$ cat src/ctrl_pkg.sv
package ctrl_pkg;

    // keyboard scan codes (set 2)
    localparam logic [7:0] KEY_W = 8'h1D;
    localparam logic [7:0] KEY_A = 8'h1C;
    localparam logic [7:0] KEY_D = 8'h23;
    localparam logic [7:0] KEY_R = 8'h2D;

    localparam int TIMER_W = 10;
    typedef logic [TIMER_W-1:0] timer_t;

    // contact vector and its bit positions
    typedef logic [3:0] dir_t;
    localparam int DIR_DOWN  = 0;
    localparam int DIR_UP    = 1;
    localparam int DIR_RIGHT = 2;
    localparam int DIR_LEFT  = 3;

    // all timing in motion ticks per pixel
    localparam timer_t H_STEP     = 10'd126;
    localparam timer_t JUMP_START = 10'd25;
    localparam timer_t JUMP_INC   = 10'd5;
    localparam timer_t JUMP_END   = 10'd50;
    localparam timer_t FALL_START = 10'd50;
    localparam timer_t FALL_DEC   = 10'd5;
    localparam timer_t FALL_MIN   = 10'd20;

    // pixels between two speed changes
    localparam int SPEED_GROUP = 24;

endpackage

$ cat src/geom_pkg.sv
package geom_pkg;

    // screen coordinates
    typedef logic [9:0] x_t;
    typedef logic [8:0] y_t;

    typedef logic [3:0] score_t;

    // sprite box sizes in pixels
    localparam int PLAYER_W = 47;
    localparam int PLAYER_H = 33;
    localparam int BLOCK_W  = 28;
    localparam int BLOCK_H  = 42;
    localparam int SNOW_W   = 24;
    localparam int SNOW_H   = 26;

    // player bottom row sits on top of the ground row here
    localparam x_t SPAWN_X = 10'd0;
    localparam y_t SPAWN_Y = 9'd367;

    // ground row of 22 blocks, then one wall block
    localparam int BLOCK_COUNT = 23;
    localparam x_t BLOCK_X [0:BLOCK_COUNT-1] = '{
        10'd0,   10'd25,  10'd50,  10'd75,  10'd100, 10'd125, 10'd150, 10'd175,
        10'd200, 10'd225, 10'd250, 10'd275, 10'd300, 10'd325, 10'd350, 10'd375,
        10'd400, 10'd425, 10'd450, 10'd475, 10'd500, 10'd525, 10'd300
    };
    localparam y_t BLOCK_Y [0:BLOCK_COUNT-1] = '{
        9'd400, 9'd400, 9'd400, 9'd400, 9'd400, 9'd400, 9'd400, 9'd400,
        9'd400, 9'd400, 9'd400, 9'd400, 9'd400, 9'd400, 9'd400, 9'd400,
        9'd400, 9'd400, 9'd400, 9'd400, 9'd400, 9'd400, 9'd358
    };

    // snowflake corners
    localparam int SNOW_COUNT = 3;
    localparam x_t SNOW_X [0:SNOW_COUNT-1] = '{10'd60, 10'd150, 10'd400};
    localparam y_t SNOW_Y [0:SNOW_COUNT-1] = '{9'd370, 9'd370, 9'd370};

endpackage

$ cat src/block_contact.sv
`timescale 1ns/1ps

module block_contact (
    input  logic           clk,
    input  logic           rst_i,
    input  geom_pkg::x_t   pos_x_i,
    input  geom_pkg::y_t   pos_y_i,
    output ctrl_pkg::dir_t contact_o
);

    ctrl_pkg::dir_t contact_next;

    always_comb begin
        int   px;
        int   py;
        int   pr;
        int   pb;
        int   bx;
        int   by;
        int   br;
        int   bb;
        logic h_ovl;
        logic v_ovl;

        // player box edges, inclusive
        px = int'(pos_x_i);
        py = int'(pos_y_i);
        pr = px + geom_pkg::PLAYER_W - 1;
        pb = py + geom_pkg::PLAYER_H - 1;

        contact_next = '0;
        // screen edge blocks further left moves
        contact_next[ctrl_pkg::DIR_LEFT] = (px == 0);

        for (int i = 0; i < geom_pkg::BLOCK_COUNT; i++) begin
            bx = int'(geom_pkg::BLOCK_X[i]);
            by = int'(geom_pkg::BLOCK_Y[i]);
            br = bx + geom_pkg::BLOCK_W - 1;
            bb = by + geom_pkg::BLOCK_H - 1;
            h_ovl = (px <= br) && (bx <= pr);
            v_ovl = (py <= bb) && (by <= pb);

            // block directly below the feet
            if (by == pb + 1 && h_ovl) begin
                contact_next[ctrl_pkg::DIR_DOWN] = 1'b1;
            end
            // block directly above the head
            if (bb + 1 == py && h_ovl) begin
                contact_next[ctrl_pkg::DIR_UP] = 1'b1;
            end
            if (pr + 1 == bx && v_ovl) begin
                contact_next[ctrl_pkg::DIR_RIGHT] = 1'b1;
            end
            if (br + 1 == px && v_ovl) begin
                contact_next[ctrl_pkg::DIR_LEFT] = 1'b1;
            end
        end
    end

    always_ff @(posedge clk) begin
        if (rst_i) begin
            contact_o <= '0;
        end else begin
            contact_o <= contact_next;
        end
    end

endmodule

$ cat src/key_decoder.sv
`timescale 1ns/1ps

module key_decoder (
    input  logic       clk,
    input  logic       rst_i,
    input  logic       key_valid_i,
    input  logic [7:0] key_code_i,
    input  logic       key_break_i,
    output logic       up_held_o,
    output logic       left_held_o,
    output logic       right_held_o,
    output logic       reset_held_o
);

    // make sets the flag, break clears it
    always_ff @(posedge clk) begin
        if (rst_i) begin
            up_held_o    <= 1'b0;
            left_held_o  <= 1'b0;
            right_held_o <= 1'b0;
            reset_held_o <= 1'b0;
        end else if (key_valid_i) begin
            case (key_code_i)
                ctrl_pkg::KEY_W: begin
                    up_held_o <= ~key_break_i;
                end
                ctrl_pkg::KEY_A: begin
                    left_held_o <= ~key_break_i;
                end
                ctrl_pkg::KEY_D: begin
                    right_held_o <= ~key_break_i;
                end
                ctrl_pkg::KEY_R: begin
                    reset_held_o <= ~key_break_i;
                end
                default: begin
                    // other keys are not used by the core
                end
            endcase
        end
    end

endmodule

$ cat src/motion_engine.sv
`timescale 1ns/1ps

module motion_engine #(
    parameter int unsigned TICK_DIV = 10000
) (
    input  logic           clk,
    input  logic           rst_i,
    input  logic           up_held_i,
    input  logic           left_held_i,
    input  logic           right_held_i,
    input  logic           reset_held_i,
    input  ctrl_pkg::dir_t contact_i,
    output geom_pkg::x_t   pos_x_o,
    output geom_pkg::y_t   pos_y_o,
    output logic           facing_right_o,
    output logic           moving_o,
    output logic           in_air_o
);

    localparam int TICK_W = (TICK_DIV > 1) ? $clog2(TICK_DIV) : 1;
    localparam int GRP_W  = $clog2(ctrl_pkg::SPEED_GROUP);

    logic [TICK_W-1:0] tick_cnt;
    logic              tick;

    ctrl_pkg::timer_t  h_cnt;
    ctrl_pkg::timer_t  v_cnt;
    ctrl_pkg::timer_t  jump_timer;
    ctrl_pkg::timer_t  fall_timer;
    logic [GRP_W-1:0]  grp_cnt;
    logic              grp_last;

    logic              jumping;
    logic              jump_next;
    logic              go_left;
    logic              go_right;

    // motion tick every TICK_DIV clocks
    assign tick = (tick_cnt == TICK_W'(TICK_DIV - 1));

    always_ff @(posedge clk) begin
        if (rst_i || tick) begin
            tick_cnt <= '0;
        end else begin
            tick_cnt <= tick_cnt + 1'b1;
        end
    end

    // left wins only when right is not held
    assign go_left  = left_held_i && !right_held_i && !contact_i[ctrl_pkg::DIR_LEFT];
    assign go_right = right_held_i && !contact_i[ctrl_pkg::DIR_RIGHT];

    assign grp_last = (grp_cnt == GRP_W'(ctrl_pkg::SPEED_GROUP - 1));

    // ceiling or slowest jump speed ends the rise
    always_comb begin
        if (contact_i[ctrl_pkg::DIR_UP] || jump_timer >= ctrl_pkg::JUMP_END) begin
            jump_next = 1'b0;
        end else if (up_held_i && contact_i[ctrl_pkg::DIR_DOWN]) begin
            jump_next = 1'b1;
        end else begin
            jump_next = jumping;
        end
    end

    always_ff @(posedge clk) begin
        if (rst_i) begin
            pos_x_o        <= geom_pkg::SPAWN_X;
            pos_y_o        <= geom_pkg::SPAWN_Y;
            facing_right_o <= 1'b0;
            moving_o       <= 1'b0;
            in_air_o       <= 1'b0;
            jumping        <= 1'b0;
            h_cnt          <= '0;
            v_cnt          <= '0;
            grp_cnt        <= '0;
            jump_timer     <= ctrl_pkg::JUMP_START;
            fall_timer     <= ctrl_pkg::FALL_START;
        end else if (tick) begin
            in_air_o <= ~contact_i[ctrl_pkg::DIR_DOWN];
            if (reset_held_i) begin
                // back to spawn with motion state cleared
                pos_x_o    <= geom_pkg::SPAWN_X;
                pos_y_o    <= geom_pkg::SPAWN_Y;
                moving_o   <= 1'b0;
                jumping    <= 1'b0;
                h_cnt      <= '0;
                v_cnt      <= '0;
                grp_cnt    <= '0;
                jump_timer <= ctrl_pkg::JUMP_START;
                fall_timer <= ctrl_pkg::FALL_START;
            end else begin
                // horizontal stepping
                if (go_left || go_right) begin
                    facing_right_o <= go_right;
                    moving_o       <= 1'b1;
                    if (h_cnt < ctrl_pkg::H_STEP) begin
                        h_cnt <= h_cnt + 1'b1;
                    end else begin
                        h_cnt <= '0;
                        if (go_left) begin
                            pos_x_o <= pos_x_o - 1'b1;
                        end else begin
                            pos_x_o <= pos_x_o + 1'b1;
                        end
                    end
                end else begin
                    moving_o <= 1'b0;
                end

                // vertical rise, fall or stand
                jumping <= jump_next;
                if (jump_next) begin
                    fall_timer <= ctrl_pkg::FALL_START;
                    if (v_cnt < jump_timer) begin
                        v_cnt <= v_cnt + 1'b1;
                    end else begin
                        v_cnt   <= '0;
                        pos_y_o <= pos_y_o - 1'b1;
                        grp_cnt <= grp_last ? '0 : grp_cnt + 1'b1;
                        // slow the rise
                        if (grp_last) begin
                            jump_timer <= jump_timer + ctrl_pkg::JUMP_INC;
                        end
                    end
                end else if (!contact_i[ctrl_pkg::DIR_DOWN]) begin
                    jump_timer <= ctrl_pkg::JUMP_START;
                    if (jumping) begin
                        // fall starts fresh at the top of the arc
                        v_cnt   <= '0;
                        grp_cnt <= '0;
                    end else if (v_cnt < fall_timer) begin
                        v_cnt <= v_cnt + 1'b1;
                    end else begin
                        v_cnt   <= '0;
                        pos_y_o <= pos_y_o + 1'b1;
                        grp_cnt <= grp_last ? '0 : grp_cnt + 1'b1;
                        // speed up but not past FALL_MIN
                        if (grp_last) begin
                            if (fall_timer >= ctrl_pkg::FALL_MIN + ctrl_pkg::FALL_DEC) begin
                                fall_timer <= fall_timer - ctrl_pkg::FALL_DEC;
                            end else begin
                                fall_timer <= ctrl_pkg::FALL_MIN;
                            end
                        end
                    end
                end else begin
                    // timers reload while standing
                    v_cnt      <= '0;
                    grp_cnt    <= '0;
                    jump_timer <= ctrl_pkg::JUMP_START;
                    fall_timer <= ctrl_pkg::FALL_START;
                end
            end
        end
    end

endmodule

$ cat src/pickup_scorer.sv
`timescale 1ns/1ps

module pickup_scorer (
    input  logic             clk,
    input  logic             rst_i,
    input  geom_pkg::x_t     pos_x_i,
    input  geom_pkg::y_t     pos_y_i,
    output geom_pkg::score_t score_o,
    output logic             pickup_o
);

    logic [geom_pkg::SNOW_COUNT-1:0] collected;
    logic [geom_pkg::SNOW_COUNT-1:0] hit;
    geom_pkg::score_t                hit_cnt;

    // box overlap against every snowflake not yet taken
    always_comb begin
        int px;
        int py;
        int sx;
        int sy;

        px = int'(pos_x_i);
        py = int'(pos_y_i);
        hit_cnt = '0;
        for (int i = 0; i < geom_pkg::SNOW_COUNT; i++) begin
            sx = int'(geom_pkg::SNOW_X[i]);
            sy = int'(geom_pkg::SNOW_Y[i]);
            hit[i] = !collected[i]
                  && (px <= sx + geom_pkg::SNOW_W - 1)
                  && (sx <= px + geom_pkg::PLAYER_W - 1)
                  && (py <= sy + geom_pkg::SNOW_H - 1)
                  && (sy <= py + geom_pkg::PLAYER_H - 1);
            if (hit[i]) begin
                hit_cnt = hit_cnt + 1'b1;
            end
        end
    end

    // flake is gone once collected, so each pickup pulses once
    always_ff @(posedge clk) begin
        if (rst_i) begin
            collected <= '0;
            score_o   <= '0;
            pickup_o  <= 1'b0;
        end else begin
            collected <= collected | hit;
            score_o   <= score_o + hit_cnt;
            pickup_o  <= |hit;
        end
    end

endmodule

$ cat src/platformer_core.sv
`timescale 1ns/1ps

module platformer_core #(
    parameter int unsigned TICK_DIV = 10000
) (
    input  logic             clk,
    input  logic             rst_i,
    input  logic             key_valid_i,
    input  logic [7:0]       key_code_i,
    input  logic             key_break_i,
    output geom_pkg::x_t     pos_x_o,
    output geom_pkg::y_t     pos_y_o,
    output logic             facing_right_o,
    output logic             moving_o,
    output logic             in_air_o,
    output geom_pkg::score_t score_o,
    output logic             pickup_o
);

    logic           up_held;
    logic           left_held;
    logic           right_held;
    logic           reset_held;
    ctrl_pkg::dir_t contact;

    key_decoder u_key_decoder (
        .clk          (clk),
        .rst_i        (rst_i),
        .key_valid_i  (key_valid_i),
        .key_code_i   (key_code_i),
        .key_break_i  (key_break_i),
        .up_held_o    (up_held),
        .left_held_o  (left_held),
        .right_held_o (right_held),
        .reset_held_o (reset_held)
    );

    block_contact u_block_contact (
        .clk       (clk),
        .rst_i     (rst_i),
        .pos_x_i   (pos_x_o),
        .pos_y_i   (pos_y_o),
        .contact_o (contact)
    );

    motion_engine #(
        .TICK_DIV (TICK_DIV)
    ) u_motion_engine (
        .clk            (clk),
        .rst_i          (rst_i),
        .up_held_i      (up_held),
        .left_held_i    (left_held),
        .right_held_i   (right_held),
        .reset_held_i   (reset_held),
        .contact_i      (contact),
        .pos_x_o        (pos_x_o),
        .pos_y_o        (pos_y_o),
        .facing_right_o (facing_right_o),
        .moving_o       (moving_o),
        .in_air_o       (in_air_o)
    );

    pickup_scorer u_pickup_scorer (
        .clk      (clk),
        .rst_i    (rst_i),
        .pos_x_i  (pos_x_o),
        .pos_y_i  (pos_y_o),
        .score_o  (score_o),
        .pickup_o (pickup_o)
    );

endmodule

$ cat config.mk
export PLATFORM = sky130hd
export DESIGN_NAME = platformer_core
export DESIGN_NICKNAME = d
export VERILOG_FILES = /design/src/ctrl_pkg.sv /design/src/geom_pkg.sv /design/src/block_contact.sv /design/src/key_decoder.sv /design/src/motion_engine.sv /design/src/pickup_scorer.sv /design/src/platformer_core.sv
export SDC_FILE = /design/constraint.sdc
export NUM_CORES = 1
export LEC_CHECK = 0
export BUFFER_PORTS_ARGS = -buffer_cell sky130_fd_sc_hd__buf_2
export CORE_MARGIN = 1
export CORE_UTILIZATION = 65
export CTS_CLUSTER_SIZE = 40
export DETAILED_ROUTE_END_ITERATION = 8
export HOLD_SLACK_MARGIN = 0.08
export PLACE_DENSITY = 0.84
export SLEW_MARGIN = 25
export SYNTH_ARGS = -nofsm -noshare
export SYNTH_HDL_FRONTEND = slang
export SYNTH_HIERARCHICAL = 1
export SYNTH_SLANG_ARGS = --single-unit
$ cat constraint.sdc
create_clock -name clk -period 5.4 [get_ports clk]
set_input_delay 0 -clock clk [delete_from_list [all_inputs] [get_ports clk]]
set_output_delay 0 -clock clk [all_outputs]
set_load 0.02 [all_outputs]
# Yosys cells after proc, flatten, opt, wreduce, memory -nomap -nowiden
# Index checks and enable logic that the tools add are counted.
# totals
ff_bits	98
input_bits	12
out_inout_bits	27
wordCells	458
# op_classes
n_addsub	19
magnitude_cmp	59
eq_ne	62
muxes	137
bitwise_logic	4
reduce_logical	157
# ops
operator	count
$le A10 B32 Y1 const A	13
$eq A32 B10 Y1 const B	10
$mux W10	24
$eq A32 B9 Y1 const B	5
$le A9 B32 Y1 const A	5
$logic_and A1 B1 Y1	132
$eq A10 B10 Y1 const A	12
$le A10 B9 Y1 const B	11
$mux W1	98
$eq A32 B8 Y1 const B	3
$le A8 B32 Y1 const A	3
$add A32 B2 Y32 const B	2
$eq A10 B32 Y1 const A	2
$le A7 B32 Y1 const A	2
$sub A32 B2 Y32 const B	2
$eq A9 B10 Y1 const A	6
$le A10 B8 Y1 const B	6
$mux W9	6
$le A10 B7 Y1 const B	4
$mux W5	7
$eq A32 B11 Y1 const B	1
$eq A32 B6 Y1 const B	1
$eq A32 B7 Y1 const B	1
$le A1 B32 Y1 const A	1
other kinds (51)	81

# Logic depth before layout (Yosys ltp)
# Gate-level depths: netlist (run 1).
# depth
depth_word	28
ltp_mapped	17
ltp_nobuf	16

# Modules after synthesis
# The synthesis (run 1) kept the hierarchy.
# by_module_without_submodules
mod	n_inst	cells_each	area_per_inst_um2	seq_area_each_um2
motion_engine	1	602	4879.7	1641.6
block_contact	1	415	2620.0	80.1
pickup_scorer	1	132	1016.0	160.2
key_decoder	1	22	227.7	80.1

# Worst setup path after synthesis (run 1)
# Ideal clock, no wire load.
# synth_path
path_kind	reg2reg
startpoint	register u_motion_engine.pos_y_o[5]
endpoint	register u_pickup_scorer.score_o[3]
setup_ps	126
t_arrival_ps	3716
required_ps	5274
path_slack_ps	1558
path_stages_with_launch	16
n_path_buf	1
period_less_slack_ps	3842
path_cell_list	dfxtp_1 inv_1 ha_1 a32o_1 a22oi_1 a311o_1 or2_0 buf_2 or4_1 ha_1 mux2i_1 ha_1 a21o_1 a21oi_1 xor2_1 nor2_1
# synth_via
elab_chain_cells	10
word_cells_on_any_way	16
classes_between	5 x add/sub; 2 x order compare; 3 x mux; 6 x reduce/logical
# synth_rtl
item	line_no	text
from (decl)	motion_engine.sv:14	output geom_pkg::y_t pos_y_o,
from (signal assigned)	motion_engine.sv:69	pos_y_o <= geom_pkg::SPAWN_Y;
from (signal assigned)	motion_engine.sv:84	pos_y_o <= geom_pkg::SPAWN_Y;
from (signal assigned)	motion_engine.sv:119	pos_y_o <= pos_y_o - 1'b1;
$add A9 B6 Y10	pickup_scorer.sv:33	&& (sy <= py + geom_pkg::PLAYER_H - 1);
$sub A32 B2 Y32	pickup_scorer.sv:33	
$le A10 B32 Y1	pickup_scorer.sv:33	
$logic_and A1 B1 Y1	pickup_scorer.sv:33	
$mux W1	pickup_scorer.sv:34	if (hit[i]) begin
$add A1 B1 Y2	pickup_scorer.sv:35	hit_cnt = hit_cnt + 1'b1;
$mux W4	pickup_scorer.sv:34	
$add A4 B1 Y4	pickup_scorer.sv:35	
$mux W4 *	pickup_scorer.sv:34	
$add A4 B4 Y4 *	pickup_scorer.sv:48	score_o <= score_o + hit_cnt;
to (signal assigned)	pickup_scorer.sv:48	
to (decl)	pickup_scorer.sv:8	output geom_pkg::score_t score_o,
# Every way passes the cells marked *; elsewhere a longest branch is shown, timed or not.
# A chain may end at the register's enable or synchronous reset.

# Worst setup path in the final report (run 1)
# Ends and elaborated chain as after synthesis.

==> Implementation_results.wiki, run 1 <==
{| class="wikitable"
! Metric !! Value
|-
| Unrepaired setup endpoints after global routing || no
|-
| Startpoint of the most critical setup path || u_motion_engine/pos_y_o[5]
|-
| Post-layout minimum cycle time || around 4100 ps
|-
| Number of synthesized register bits || 98
|-
| CTS root buffer || clkbuf_16
|-
| Top delay family on crit path || compound AO/OA/AOI/OAI gates
|-
| Post-route standard cell area excluding fillers || 9370 µm²
|-
| Worst slack at placement || approximately 1300 ps
|-
| DRC || 0
|-
| Hold path cells || 4
|-
| Capturing instance or port of the critical path || u_pickup_scorer/score_o[3]
|-
| Max clock buf depth || 2
|-
| Setup TNS || 0 ps
|-
| Via count of the first global-routing pass || roughly 8.2k
|-
| TritonCTS buffer count || 9
|-
| Crit-path slowest cell || dfxtp_1
|-
| Hold Path Origin || key_code_i[5]
|-
| Clock latency on the worst-skew pair || 360 ps
|-
| Area of the core region || roughly 13,000 µm²
|-
| Area growth from synthesis to final layout || 7.20%
|-
| Port-buffer cells || 38
|-
| Setup Buffers After CTS || 0
|-
| Path class of the lowest-slack min-delay path || in2reg
|-
| Commonest non-fill, non-tap cell in the layout || nor2_1
|-
| Global routing usage summed across all routing layers || 33.9%
|-
| Final estimated routing congestion in global placement || 0.992
|-
| Number of diodes added for antenna fixing || 0
|-
| Synth async-reset ratio || 0%
|-
| Count of final hold-check violations || 0
|-
| Synth cell types || 94
|-
| Pin count of the biggest net entering global routing || 36
|-
| Worst-margin pin slew || 1000 ps
|-
| Synth top area share || ~22%
|-
| Number of top-level pins || 39
|-
| Max FO, Critical Path || 17
|-
| Die height || 118 µm
|-
| Yosys top cell by area || dfxtp_1
|-
| Detail-routed net length per standard cell || 17.8 µm
|-
| Upper clock frequency limit || approximately 240 MHz
|-
| Count of non-filler cells in the finished layout || 1,361
|-
| Skew final || 11.2 ps
|-
| Fraction of final layout cells sized beyond drive strength 1 || 8.52%
|-
| Instance count after placement with tap cells included || 1,335
|-
| Std-Cell Rows || 42
|-
| Number of detailed-route iterations in the first pass || 6
|-
| Placement-stage cell area || 8950 µm²
|-
| Sink Count || between 90 and 100
|-
| Die outline area || ~14,000 µm²
|-
| Series of cell instances along the critical path || inv_1 -> ha_1 -> o221ai_1 -> a22oi_1 -> a311o_1 -> or2_0 -> or4_1 -> ha_1 -> mux2i_1 -> ha_1 -> a21o_1 -> a21oi_1 -> xor2_1 -> nor2_1
|-
| Type of origin of the critical path || register
|-
| Number of antenna violations at the first check in global routing || 0
|-
| Leakage power figure || about 3.8 nW
|-
| Period utilisation layout || 76.6%
|-
| Post-synthesis cell count || 1,171
|-
| Cell Pwr Density || ~160 nW/µm²
|-
| Post-synthesis instance area || 8740 µm²
|-
| Most common cell type on the critical path || ha_1
|-
| Data arrival time of the critical path || 4380 ps
|-
| Cells taking the most area after synthesis || dfxtp_1 (22%), ha_1 (8.7%), nor2_1 (4.7%)
|-
| Depth of the worst register-to-register path || 14
|-
| Main synth FF type || dfxtp_1
|-
| Slew HR || 33.0%
|-
| Remaining Overflow, GRT || 0
|-
| Number of DRC markers after the initial detailed-route iteration || 1,134
|-
| Initial core utilization || 66.3%
|-
| Sequential cell area fraction in the yosys report || 22.4%
|-
| Req. time, crit path || 5640 ps
|-
| Worst setup margin || roughly 1300 ps
|-
| Result of the run || completed
|-
| Clock tree from TritonCTS || built
|-
| Wirelength, routed || 24,300 µm
|-
| Total of max-cap violations || 0
|-
| Drt via density || 6.73
|-
| H-tree levels || 3
|-
| Start-to-end type of the worst setup path || reg2reg
|-
| ANT nets after route || 0
|-
| Yosys Warn Count || 6
|-
| Reg2reg start || u_motion_engine/pos_y_o[5]
|-
| Post-synthesis net count || 1,247
|-
| Number of buffer and inverter stages on the critical path || 1
|-
| Peak per-stage delay on the critical path || 680 ps
|-
| Clock transition at the registers of the reported paths || around 70 ps
|-
| Via count || 9,163
|-
| Final nets || 1,256
|-
| Logic depth of the worst path, buffers included || 14
|-
| Count of flip-flops with a built-in enable after synthesis || 0
|-
| Post-DP HPWL || 16,500 µm
|-
| Die W || about 120 µm
|-
| Worst r2r dst || u_pickup_scorer/score_o[3]
|-
| Count of pins over their slew limit || 0
|-
| Most frequent cells in the layout || nor2_1 (110), nand2_1 (99), dfxtp_1 (96)
|-
| Worst reg-to-reg setup slack || between 1000 and 1500 ps
|-
| Global-route wire length before repair || slightly below 40,000 µm
|-
| Max VDD drop || 0.213 mV
|-
| Count of endpoints failing setup in the final report || 0
|-
| Syn Area/Cell || 7.47 µm²
|-
| Critical path capture point type || register
|}
==> per-layer routing <==
layer	share of wire, %	GRT usage, %	vias to the layer above
li1	-	-	4360
met1	43	43.7	4276
met2	47	55.0	450
met3	7.0	5.09	77
met4	3.3	17.1	0
met5	0	0	-
==> logic make-up (layout without fill, tap and decap cells) <==
| group | count (synthesis) | in the layout | share of synthesized area (%) |
|---|---|---|---|
| and+or+nand+nor | 499 | 499 | 30.2 |
| DFF | 98 | 98 | 22.4 |
| AOI/OAI and AO/OA | 317 | 317 | 24.2 |
| buffers and inverters | 118 | 132 | 5.82 |
| muxes | 14 | 14 | 1.63 |
| adders and majority gates | 64 | 64 | 9.42 |
| xor gates and xnor gates | 61 | 61 | 6.35 |
==> power breakdown <==
part / internal, mW / switching (mW) / leakage, nW
combinational: 0.0246 / 0.0490 / 2.81
clock: 0.383 / 0.308 / 0.158
sequential: 0.727 / 0.00887 / 0.792
total: 1.13 / 0.365 / 3.76
==> area by class of cell <==
type	instances	area, µm²
repair buffers	62	390
flip-flops and latches	98	1960
clock inverters	6	83.8
multi-input cells	955	6270
clock buffers	10	239
fillers	1079	3820
inverters	54	203
well taps	176	220
==> worst min-delay path: stages <==
cell and delay [ps]:
buf_2 110, nor4b_4 50, nand4b_1 170, mux2i_1 90
==> registers in the layout (all words and copies together), names as in the netlist, 3 cells and up <==
name and count:
u_motion_engine/pos_x_o 10, u_block_contact/contact_o 4, u_motion_engine/fall_timer 10, u_motion_engine/v_cnt 10, u_motion_engine/jump_timer 10, u_pickup_scorer/score_o 4
u_motion_engine/pos_y_o 9, u_motion_engine/grp_cnt 5, u_motion_engine/tick_cnt 14, u_pickup_scorer/collected 3, u_motion_engine/h_cnt 10
==> metrics by stage <==
step / power [mW] / hold slack [ps] / utilization [%]
2_1_floorplan: 0.796 / 68.9 / -
3_3_place_gp: 0.819 / 366 / 67.9
3_5_place_dp: 0.820 / 361 / 67.9
4_1_cts: 1.50 / 91.3 / 71.0
5_1_grt: 1.54 / 113 / 71.1
6_report: 1.50 / 121 / 71.1
==> worst min-delay path by stage <==
stage	to	slack, ps
CTS	u_key_decoder/left_held_o	90
floorplan	u_block_contact/contact_o[0]	70
detailed placement	u_key_decoder/up_held_o	360
finish	u_key_decoder/left_held_o	120
global route	u_key_decoder/left_held_o	110
global placement	u_key_decoder/up_held_o	370
==> repair_timing <==
item                       in CTS  in global routing
hold buffers                    9                  0
gates resized for setup         0                  0
setup endpoints to repair       0                  0
hold endpoints to repair       12                  0
==> Yosys cell counts, types with 12 or more instances <==
| master | n |
|---|---|
| nor2_1 | 110 |
| nand2_1 | 99 |
| dfxtp_1 | 98 |
| a21oi_1 | 74 |
| o21ai_0 | 73 |
| ha_1 | 61 |
| inv_1 | 51 |
| nand3_1 | 51 |
| nor3_1 | 39 |
| xnor2_1 | 38 |
| clkbuf_1 | 32 |
| nor4_1 | 25 |
| a31oi_1 | 24 |
| nand2b_1 | 23 |
| nand4_1 | 23 |
| xor2_1 | 21 |
| a21o_1 | 16 |
| or4_1 | 16 |
| nor2b_1 | 15 |
| and3_1 | 14 |
| buf_2 | 14 |
| nor3b_1 | 13 |
| or3_1 | 13 |
| mux2i_1 | 12 |
Power figures use the tool's default switching activity.
==> inputs of run 2 (changes only) <==
--- a/config.mk
+++ b/config.mk
@@ -7,11 +7,11 @@
 export LEC_CHECK = 0
 export BUFFER_PORTS_ARGS = -buffer_cell sky130_fd_sc_hd__buf_2
 export CORE_MARGIN = 1
-export CORE_UTILIZATION = 65
+export CORE_UTILIZATION = 64
 export CTS_CLUSTER_SIZE = 40
 export DETAILED_ROUTE_END_ITERATION = 8
 export HOLD_SLACK_MARGIN = 0.08
-export PLACE_DENSITY = 0.84
+export PLACE_DENSITY = 0.82
 export SLEW_MARGIN = 25
 export SYNTH_ARGS = -nofsm -noshare
 export SYNTH_HDL_FRONTEND = slang
==> constraint.sdc (replaced) <==
create_clock -name clk -period 3.85 [get_ports clk]
set_input_delay 0 -clock clk [delete_from_list [all_inputs] [get_ports clk]]
set_output_delay 0 -clock clk [all_outputs]
set_load 0.02 [all_outputs]
==> run 2 against run 1 <==
Effect of this change:
- first-iteration DRC count fell by 0.97%
- global-route usage rose by 1.0 points
- clock skew fell by 1.3 ps
- largest power group unchanged
- critical endpoint unchanged
==> Implementation_results.wiki, run 2 (synthesis results as in run 1) <==
{| class="wikitable"
! Metric !! Value
|-
| H-tree levels || 3 (unchanged)
|-
| Worst-margin pin slew || 924 ps (-78.7 ps)
|-
| Logic depth of the worst path, buffers included || 15 (+1)
|-
| Hold path cells || 2 (-2)
|-
| Number of DRC markers after the initial detailed-route iteration || 1,123 (-0.97%)
|-
| Count of pins over their slew limit || 0 (unchanged)
|-
| Series of cell instances along the critical path || inv_1 -> ha_1 -> inv_1 -> o221ai_1 -> a22oi_1 -> a311o_2 -> or2_1 -> or4_1 -> ha_1 -> mux2i_2 -> ha_1 -> a21o_1 -> a21oi_1 -> xor2_1 -> nor2_1
|-
| Area of the core region || 13,300 µm² (+0.80%)
|-
| Most common cell type on the critical path || ha_1
|-
| Util after Layout || 71.9% (+0.82 points)
|-
| Number of antenna violations at the first check in global routing || 0 (unchanged)
|-
| Count of non-filler cells in the finished layout || 1,384 (+1.7%)
|-
| Final nets || 1,279 (+1.8%)
|-
| Top delay family on crit path || compound AO/OA/AOI/OAI gates
|-
| TritonCTS buffer count || 9 (unchanged)
|-
| Result of the run || completed
|-
| Port-buffer cells || 38 (unchanged)
|-
| Post-DP HPWL || 17,500 µm (+5.8%)
|-
| Clock tree from TritonCTS || built
|-
| Path class of the lowest-slack min-delay path || reg2reg
|-
| Max VDD drop || 0.266 mV (+25%)
|-
| Setup TNS || 0 ps (unchanged)
|-
| Wirelength, routed || 24,700 µm (+1.8%)
|-
| Number of top-level pins || 39 (unchanged)
|-
| CTS root buffer || clkbuf_16
|-
| Pin count of the biggest net entering global routing || 34 (-5.6%)
|-
| Max FO, Critical Path || 7 (-10)
|-
| DRC || 0 (unchanged)
|-
| Post-layout minimum cycle time || 3610 ps (-523 ps)
|-
| Via count of the first global-routing pass || 8,389 (+2.6%)
|-
| Global routing usage summed across all routing layers || 34.9% (+1.0 points)
|-
| Upper clock frequency limit || 277 MHz (+14%)
|-
| Number of detailed-route iterations in the first pass || 8 (+2)
|-
| Number of buffer and inverter stages on the critical path || 2 (+1)
|-
| Commonest non-fill, non-tap cell in the layout || nor2_1
|-
| Worst slack at placement || 34.3 ps (-1250 ps)
|-
| Total of max-cap violations || 0 (unchanged)
|-
| Drt via density || 6.69 (-0.64%)
|-
| Clock latency on the worst-skew pair || 350 ps (about the same)
|-
| Depth of the worst register-to-register path || 15 (+1)
|-
| Fraction of final layout cells sized beyond drive strength 1 || 10.6% (+2.1 points)
|-
| Req. time, crit path || 4090 ps (-1550 ps)
|-
| Count of final hold-check violations || 0 (unchanged)
|-
| Area growth from synthesis to final layout || 9.30%
|-
| Critical path capture point type || register
|-
| Start-to-end type of the worst setup path || reg2reg
|-
| Total power || 2.10 mW (+40%)
|-
| Std-Cell Rows || 42 (unchanged)
|-
| Number of flip-flops in the largest register || 14 (unchanged)
|-
| Unrepaired setup endpoints after global routing || no
|-
| Type of origin of the critical path || register
|-
| Die height || 119 µm (+0.76%)
|-
| Most frequent cells in the layout || nor2_1 (110), nand2_1 (99), dfxtp_1 (94)
|-
| Detail-routed net length per standard cell || 17.9 µm (+0.13%)
|-
| Sink Count || 98 (unchanged)
|-
| Data arrival time of the critical path || 3850 ps (-530 ps)
|-
| ANT nets after route || 0 (unchanged)
|-
| Count of endpoints failing setup in the final report || 0 (unchanged)
|-
| Clock transition at the registers of the reported paths || 80 ps (about the same)
|-
| Skew final || 9.88 ps (-1.32 ps)
|-
| Final estimated routing congestion in global placement || 1.02 (+3.3%)
|-
| Leakage power figure || 3.87 nW (+2.8%)
|-
| Via count || 9,258 (+1.0%)
|-
| Register with the most flip-flops || u_motion_engine/tick_cnt
|-
| Number of diodes added for antenna fixing || 0 (unchanged)
|-
| Worst setup margin || 237 ps (-1030 ps)
|-
| Global-route wire length before repair || 40,400 µm (+3.3%)
|-
| Remaining Overflow, GRT || 0 (unchanged)
|-
| Peak per-stage delay on the critical path || 560 ps (-120 ps)
|-
| Cell Pwr Density || 219 nW/µm² (+37%)
|-
| Slew HR || 37.8% (+4.8 points)
|-
| Die outline area || 14,100 µm² (+1.5%)
|-
| Instance count after placement with tap cells included || 1,358 (+1.7%)
|-
| Max clock buf depth || 2 (unchanged)
|-
| Period utilisation layout || 93.9% (+17 points)
|-
| Initial core utilization || 65.8% (-0.52 points)
|-
| Die W || 119 µm (+0.76%)
|-
| Crit-path slowest cell || or4_1
|}
[run 2: tightest hold or removal path: cells and delay by family, from the launching register on]
| family | cells | cell delay (ps) |
|---|---|---|
| AO/OA/AOI/OAI | 1 | 50 |
| buffers and inverters | 1 | 50 |
| flip-flops | 1 | 320 |
[run 2: routing by layer]
metal  global-route usage [%]  up-vias  share of wire [%]
met5                        0        -                  0
met2                     54.4      513                 44
met1                     48.5     4287                 44
met3                     6.66       56                9.6
li1                         -     4402                  -
met4                     11.2        0                2.1
[run 2: final timing paths]
path                           startpoint                            to  slack (ps)
min          u_pickup_scorer/collected[2]  u_pickup_scorer/collected[2]         450
min reg2reg  u_pickup_scorer/collected[2]  u_pickup_scorer/collected[2]         450
max            u_motion_engine/pos_y_o[5]    u_pickup_scorer/score_o[3]         240
max reg2reg    u_motion_engine/pos_y_o[5]    u_pickup_scorer/score_o[3]         240
[run 2: per-stage QoR]
| step | cell area, µm² | hold WS (ps) |
|---|---|---|
| CTS | 9540 | 456 |
| floorplan | 8740 | 68.9 |
| finish | 9560 | 454 |
| global placement | 9130 | 313 |
| detailed placement | 9130 | 318 |
| global route | 9560 | 477 |
[run 2: power breakdown]
| part | switching, mW | total, mW | leakage, nW | internal, mW |
|---|---|---|---|---|
| logic | 0.0711 | 0.107 | 2.92 | 0.0360 |
| clock network | 0.437 | 0.960 | 0.154 | 0.523 |
| registers | 0.0108 | 1.03 | 0.791 | 1.02 |
[run 2: area by class of cell]
type	instances	area [µm²]
clock buffer	9	225
clock inverter	7	98.8
fill	1121	3740
inverter	54	203
multi-input combinational	955	6280
sequential	98	1970
tap	176	220
timing repair buffer	85	566
[run 2: what timing repair did]
item,in CTS,in global routing
endpoints found under the setup margin,0,3
setup buffers,0,1
endpoints found under the hold margin,6,0
hold buffers,9,0
gates resized for setup,0,5
==> inputs of run 3 (changes only) <==
--- a/config.mk
+++ b/config.mk
@@ -5,6 +5,7 @@
 export SDC_FILE = /design/constraint.sdc
 export NUM_CORES = 1
 export LEC_CHECK = 0
+export ABC_AREA = 1
 export BUFFER_PORTS_ARGS = -buffer_cell sky130_fd_sc_hd__buf_2
 export CORE_MARGIN = 1
 export CORE_UTILIZATION = 64
==> run 3 against run 2 <==
Effect of this change:
- sequential share of layout area is 1.6 points lower
- clock skew hardly changed
- via count is 14% higher
- combinational power is 34% lower
- design area is 8.0% higher
- worst setup slack better by 290 ps
- non-clock buffer count is 26 lower
- global-route usage is 0.20 points lower
- critical path depth is 4 higher
- utilization is 1.1 points lower
- register-to-register slack better by 290 ps
- largest power group unchanged
==> Implementation_results.wiki, run 3 <==
{| class="wikitable"
! Metric !! Value
|-
| Result of the run || completed
|-
| Hold path cells || 5 (+3)
|-
| Total of hold buffers inserted after clock tree synthesis || 7 (-2)
|-
| Count of final hold-check violations || 0 (unchanged)
|-
| Depth of the worst register-to-register path || 19 (+4)
|-
| Worst-case hold slack || 109 ps (-345 ps)
|-
| Crit-path slowest cell || dfxtp_1
|-
| Leakage power figure || 5.10 nW (+32%)
|-
| Max clock buf depth || 2 (unchanged)
|-
| Clock latency on the worst-skew pair || 350 ps (about the same)
|-
| Commonest non-fill, non-tap cell in the layout || nand2_1
|-
| Worst r2r dst || u_pickup_scorer/score_o[2]
|-
| Cells taking the most area after synthesis || dfxtp_1 (20%), nand2_1 (16%), nor2_1 (8.6%)
|-
| ANT nets after route || 0 (unchanged)
|-
| Start-to-end type of the worst setup path || reg2reg
|-
| Upper clock frequency limit || 301 MHz (+8.9%)
|-
| Register with the most flip-flops || u_motion_engine/tick_cnt
|-
| Max FO, Critical Path || 12 (+5)
|-
| Final estimated routing congestion in global placement || 0.996 (-2.8%)
|-
| Initial core utilization || 65.8% (about the same)
|-
| Sink Count || 98 (unchanged)
|-
| Number of detailed-route iterations in the first pass || 6 (-2)
|-
| DRC || 0 (unchanged)
|-
| Fill count || 1,311 (+17%)
|-
| Yosys top cell by area || dfxtp_1
|-
| Post-DP HPWL || 19,900 µm (+14%)
|-
| Port-buffer cells || 38 (unchanged)
|-
| Startpoint of the most critical setup path || u_motion_engine/pos_y_o[6]
|-
| Post-synthesis net count || 1,677 (+34%)
|-
| Std-Cell Rows || 44 (+4.8%)
|-
| Peak per-stage delay on the critical path || 410 ps (-150 ps)
|-
| Critical path capture point type || register
|-
| Pin count of the biggest net entering global routing || 39 (+15%)
|-
| Count of pins over their slew limit || 0 (unchanged)
|-
| Total power || 1.97 mW (-6.1%)
|-
| Number of diodes added for antenna fixing || 0 (unchanged)
|-
| Slew HR || 41.5% (+3.7 points)
|-
| Number of top-level pins || 39 (unchanged)
|-
| Hold Path Sink || u_key_decoder/up_held_o
|-
| Synth top area share || 20.4% (-2.0 points)
|-
| Count of flip-flops with a built-in enable after synthesis || 0 (unchanged)
|-
| Post-synthesis cell count || 1,600 (+37%)
|-
| Unrepaired setup endpoints after global routing || no
|-
| Clock tree from TritonCTS || built
|-
| Sequential cell area fraction in the yosys report || 20.4% (-2.0 points)
|-
| Die height || 124 µm (+4.7%)
|-
| Total of max-cap violations || 0 (unchanged)
|-
| Number of DRC markers after the initial detailed-route iteration || 869 (-23%)
|-
| Number of antenna violations at the first check in global routing || 0 (unchanged)
|-
| Max VDD drop || 0.259 mV (-2.8%)
|-
| Post-layout minimum cycle time || 3320 ps (-294 ps)
|-
| Synth cell types || 58 (-38%)
|-
| Fraction of final layout cells sized beyond drive strength 1 || 10.6% (+0.029 points)
|-
| Die outline area || 15,500 µm² (+9.6%)
|-
| Via count || 10.5k (+14%)
|-
| Setup Buffers After CTS || 0 (unchanged)
|-
| Drt via density || 5.75 (-14%)
|-
| Type of origin of the critical path || register
|-
| Global-route wire length before repair || 45,400 µm (+12%)
|-
| Data arrival time of the critical path || 3530 ps (-320 ps)
|-
| Skew final || 9.67 ps (-0.214 ps)
|-
| Cell Pwr Density || 191 nW/µm² (-13%)
|-
| Most common cell type on the critical path || inv_1
|-
| Total of cells resized after clock tree synthesis || 0 (unchanged)
|-
| Setup TNS || 0 ps (unchanged)
|-
| Via count of the first global-routing pass || 9,875 (+18%)
|-
| Syn Area/Cell || 6.00 µm² (-20%)
|-
| Path class of the lowest-slack min-delay path || in2reg
|-
| Clock transition at the registers of the reported paths || 70 ps (about the same)
|-
| Wirelength, routed || 26,600 µm (+7.7%)
|-
| Yosys Warn Count || 6 (unchanged)
|-
| Global routing usage summed across all routing layers || 34.7% (-0.20 points)
|-
| Period utilisation layout || 86.2% (-7.6 points)
|-
| Die W || 124 µm (+4.7%)
|-
| Post-synthesis instance area || 9600 µm² (+9.8%)
|-
| Area growth from synthesis to final layout || 7.51%
|-
| Number of flip-flops in the largest register || 14 (unchanged)
|-
| Hold Path Origin || key_code_i[4]
|-
| Number of synthesized register bits || 98 (unchanged)
|-
| Synth async-reset ratio || 0% (unchanged)
|-
| Remaining Overflow, GRT || 0 (unchanged)
|-
| Main synth FF type || dfxtp_1
|-
| TritonCTS buffer count || 9 (unchanged)
|-
| Most frequent cells in the layout || nand2_1 (422), nor2_1 (219), inv_1 (191)
|-
| Most instantiated library cell after synthesis || nand2_1
|-
| Series of cell instances along the critical path || buf_4 -> inv_1 -> ha_1 -> nand4_1 -> nor2_1 -> a21oi_1 -> nand2_1 -> nand2_1 -> inv_1 -> nand3_1 -> inv_1 -> ha_1 -> nand4_1 -> nand2_1 -> inv_1 -> ha_1 -> fa_1 -> xnor2_1 -> nor2_1
|-
| H-tree levels || 3 (unchanged)
|-
| Reg2reg start || u_motion_engine/pos_y_o[6]
|-
| Req. time, crit path || 4070 ps (-20 ps)
|-
| Area of the core region || 14,600 µm² (+9.7%)
|-
| Detail-routed net length per standard cell || 14.5 µm (-19%)
|-
| Top cells by count, synth || nand2_1 (422), nor2_1 (219), inv_1 (191)
|-
| CTS root buffer || clkbuf_16
|-
| Worst reg-to-reg setup slack || 530 ps (+290 ps)
|-
| Final nets || 1,719 (+34%)
|-
| Worst-margin pin slew || 874 ps (-50.8 ps)
|-
| Count of endpoints failing setup in the final report || 0 (unchanged)
|}
## run 3: cell count changes in the layout (fill, tap and decap cells not counted), sizes merged, moves of 28 or more
cell / previous run / this run
inv: 55 / 216
nand2: 100 / 461
nor2: 111 / 245
nand3: 51 / 154
xnor2: 39 / 11
nand4: 23 / 55
## run 3: metrics by stage
stage                     std cells  setup slack (ps)  area [µm²]  util [%]
after global routing           1831               283       10300      70.7
after detailed placement       1808               538        9970      68.3
final                          1831               531       10300      70.7
after global placement         1808               659        9970      68.3
after floorplan                1600               578        9600         -
after CTS                      1831               519       10300      70.7
## run 3: cells by family (layout without fill, tap and decap cells)
kind of cell / after synthesis / count (layout) / share of synthesized area (%)
AOI/OAI and AO/OA: 186 / 186 / 11.0
xor gates and xnor gates: 29 / 29 / 2.72
adders and majority gates: 65 / 65 / 8.71
buffers and inverters: 244 / 291 / 10.2
DFF: 98 / 98 / 20.4
and+or+nand+nor: 978 / 978 / 47.0
## run 3: critical path, delay by kind of cell (launching register included)
family / cells / cell delay [ps]
buffers and inverters: 5 / 530
flip-flops: 1 / 410
XOR/XNOR: 1 / 160
AND/OR/NAND/NOR: 8 / 820
AO/OA/AOI/OAI: 1 / 110
adder cells (fa/ha/maj): 4 / 1160
## run 3: power breakdown
group | internal [mW] | switching, mW | total, mW
clock | 0.453 | 0.426 | 0.879
sequential | 1.02 | 0.00386 | 1.02
combinational | 0.0216 | 0.0493 | 0.0709
## run 3: layout make-up
class | instances | area, µm² | area share (%)
Multi-Input combinational cell | 1258 | 6660 | 64.5
Sequential cell | 98 | 1960 | 19.0
Inverter | 216 | 820 | 7.94
Timing Repair Buffer | 59 | 365 | 3.54
Tap cell | 184 | 230 | 2.23
Clock buffer | 10 | 229 | 2.22
Clock inverter | 6 | 56.3 | 0.546
## run 3: routing by layer
metal	track usage [%]	share of wire [%]	vias up
li1	-	-	5322
met1	44.0	43	4702
met2	59.8	48	435
met3	5.15	6.3	66
met4	11.8	2.6	0
met5	0	0	-
## run 3: worst max path at each step
stage / end / slack, ps / cells past startpoint
after floorplan: u_pickup_scorer/score_o[2] / 580 / 22
after global placement: u_pickup_scorer/score_o[2] / 660 / 20
after detailed placement: u_pickup_scorer/score_o[2] / 540 / 19
after CTS: u_pickup_scorer/score_o[2] / 520 / 19
after global routing: u_pickup_scorer/score_o[2] / 280 / 19
final: u_pickup_scorer/score_o[2] / 530 / 19
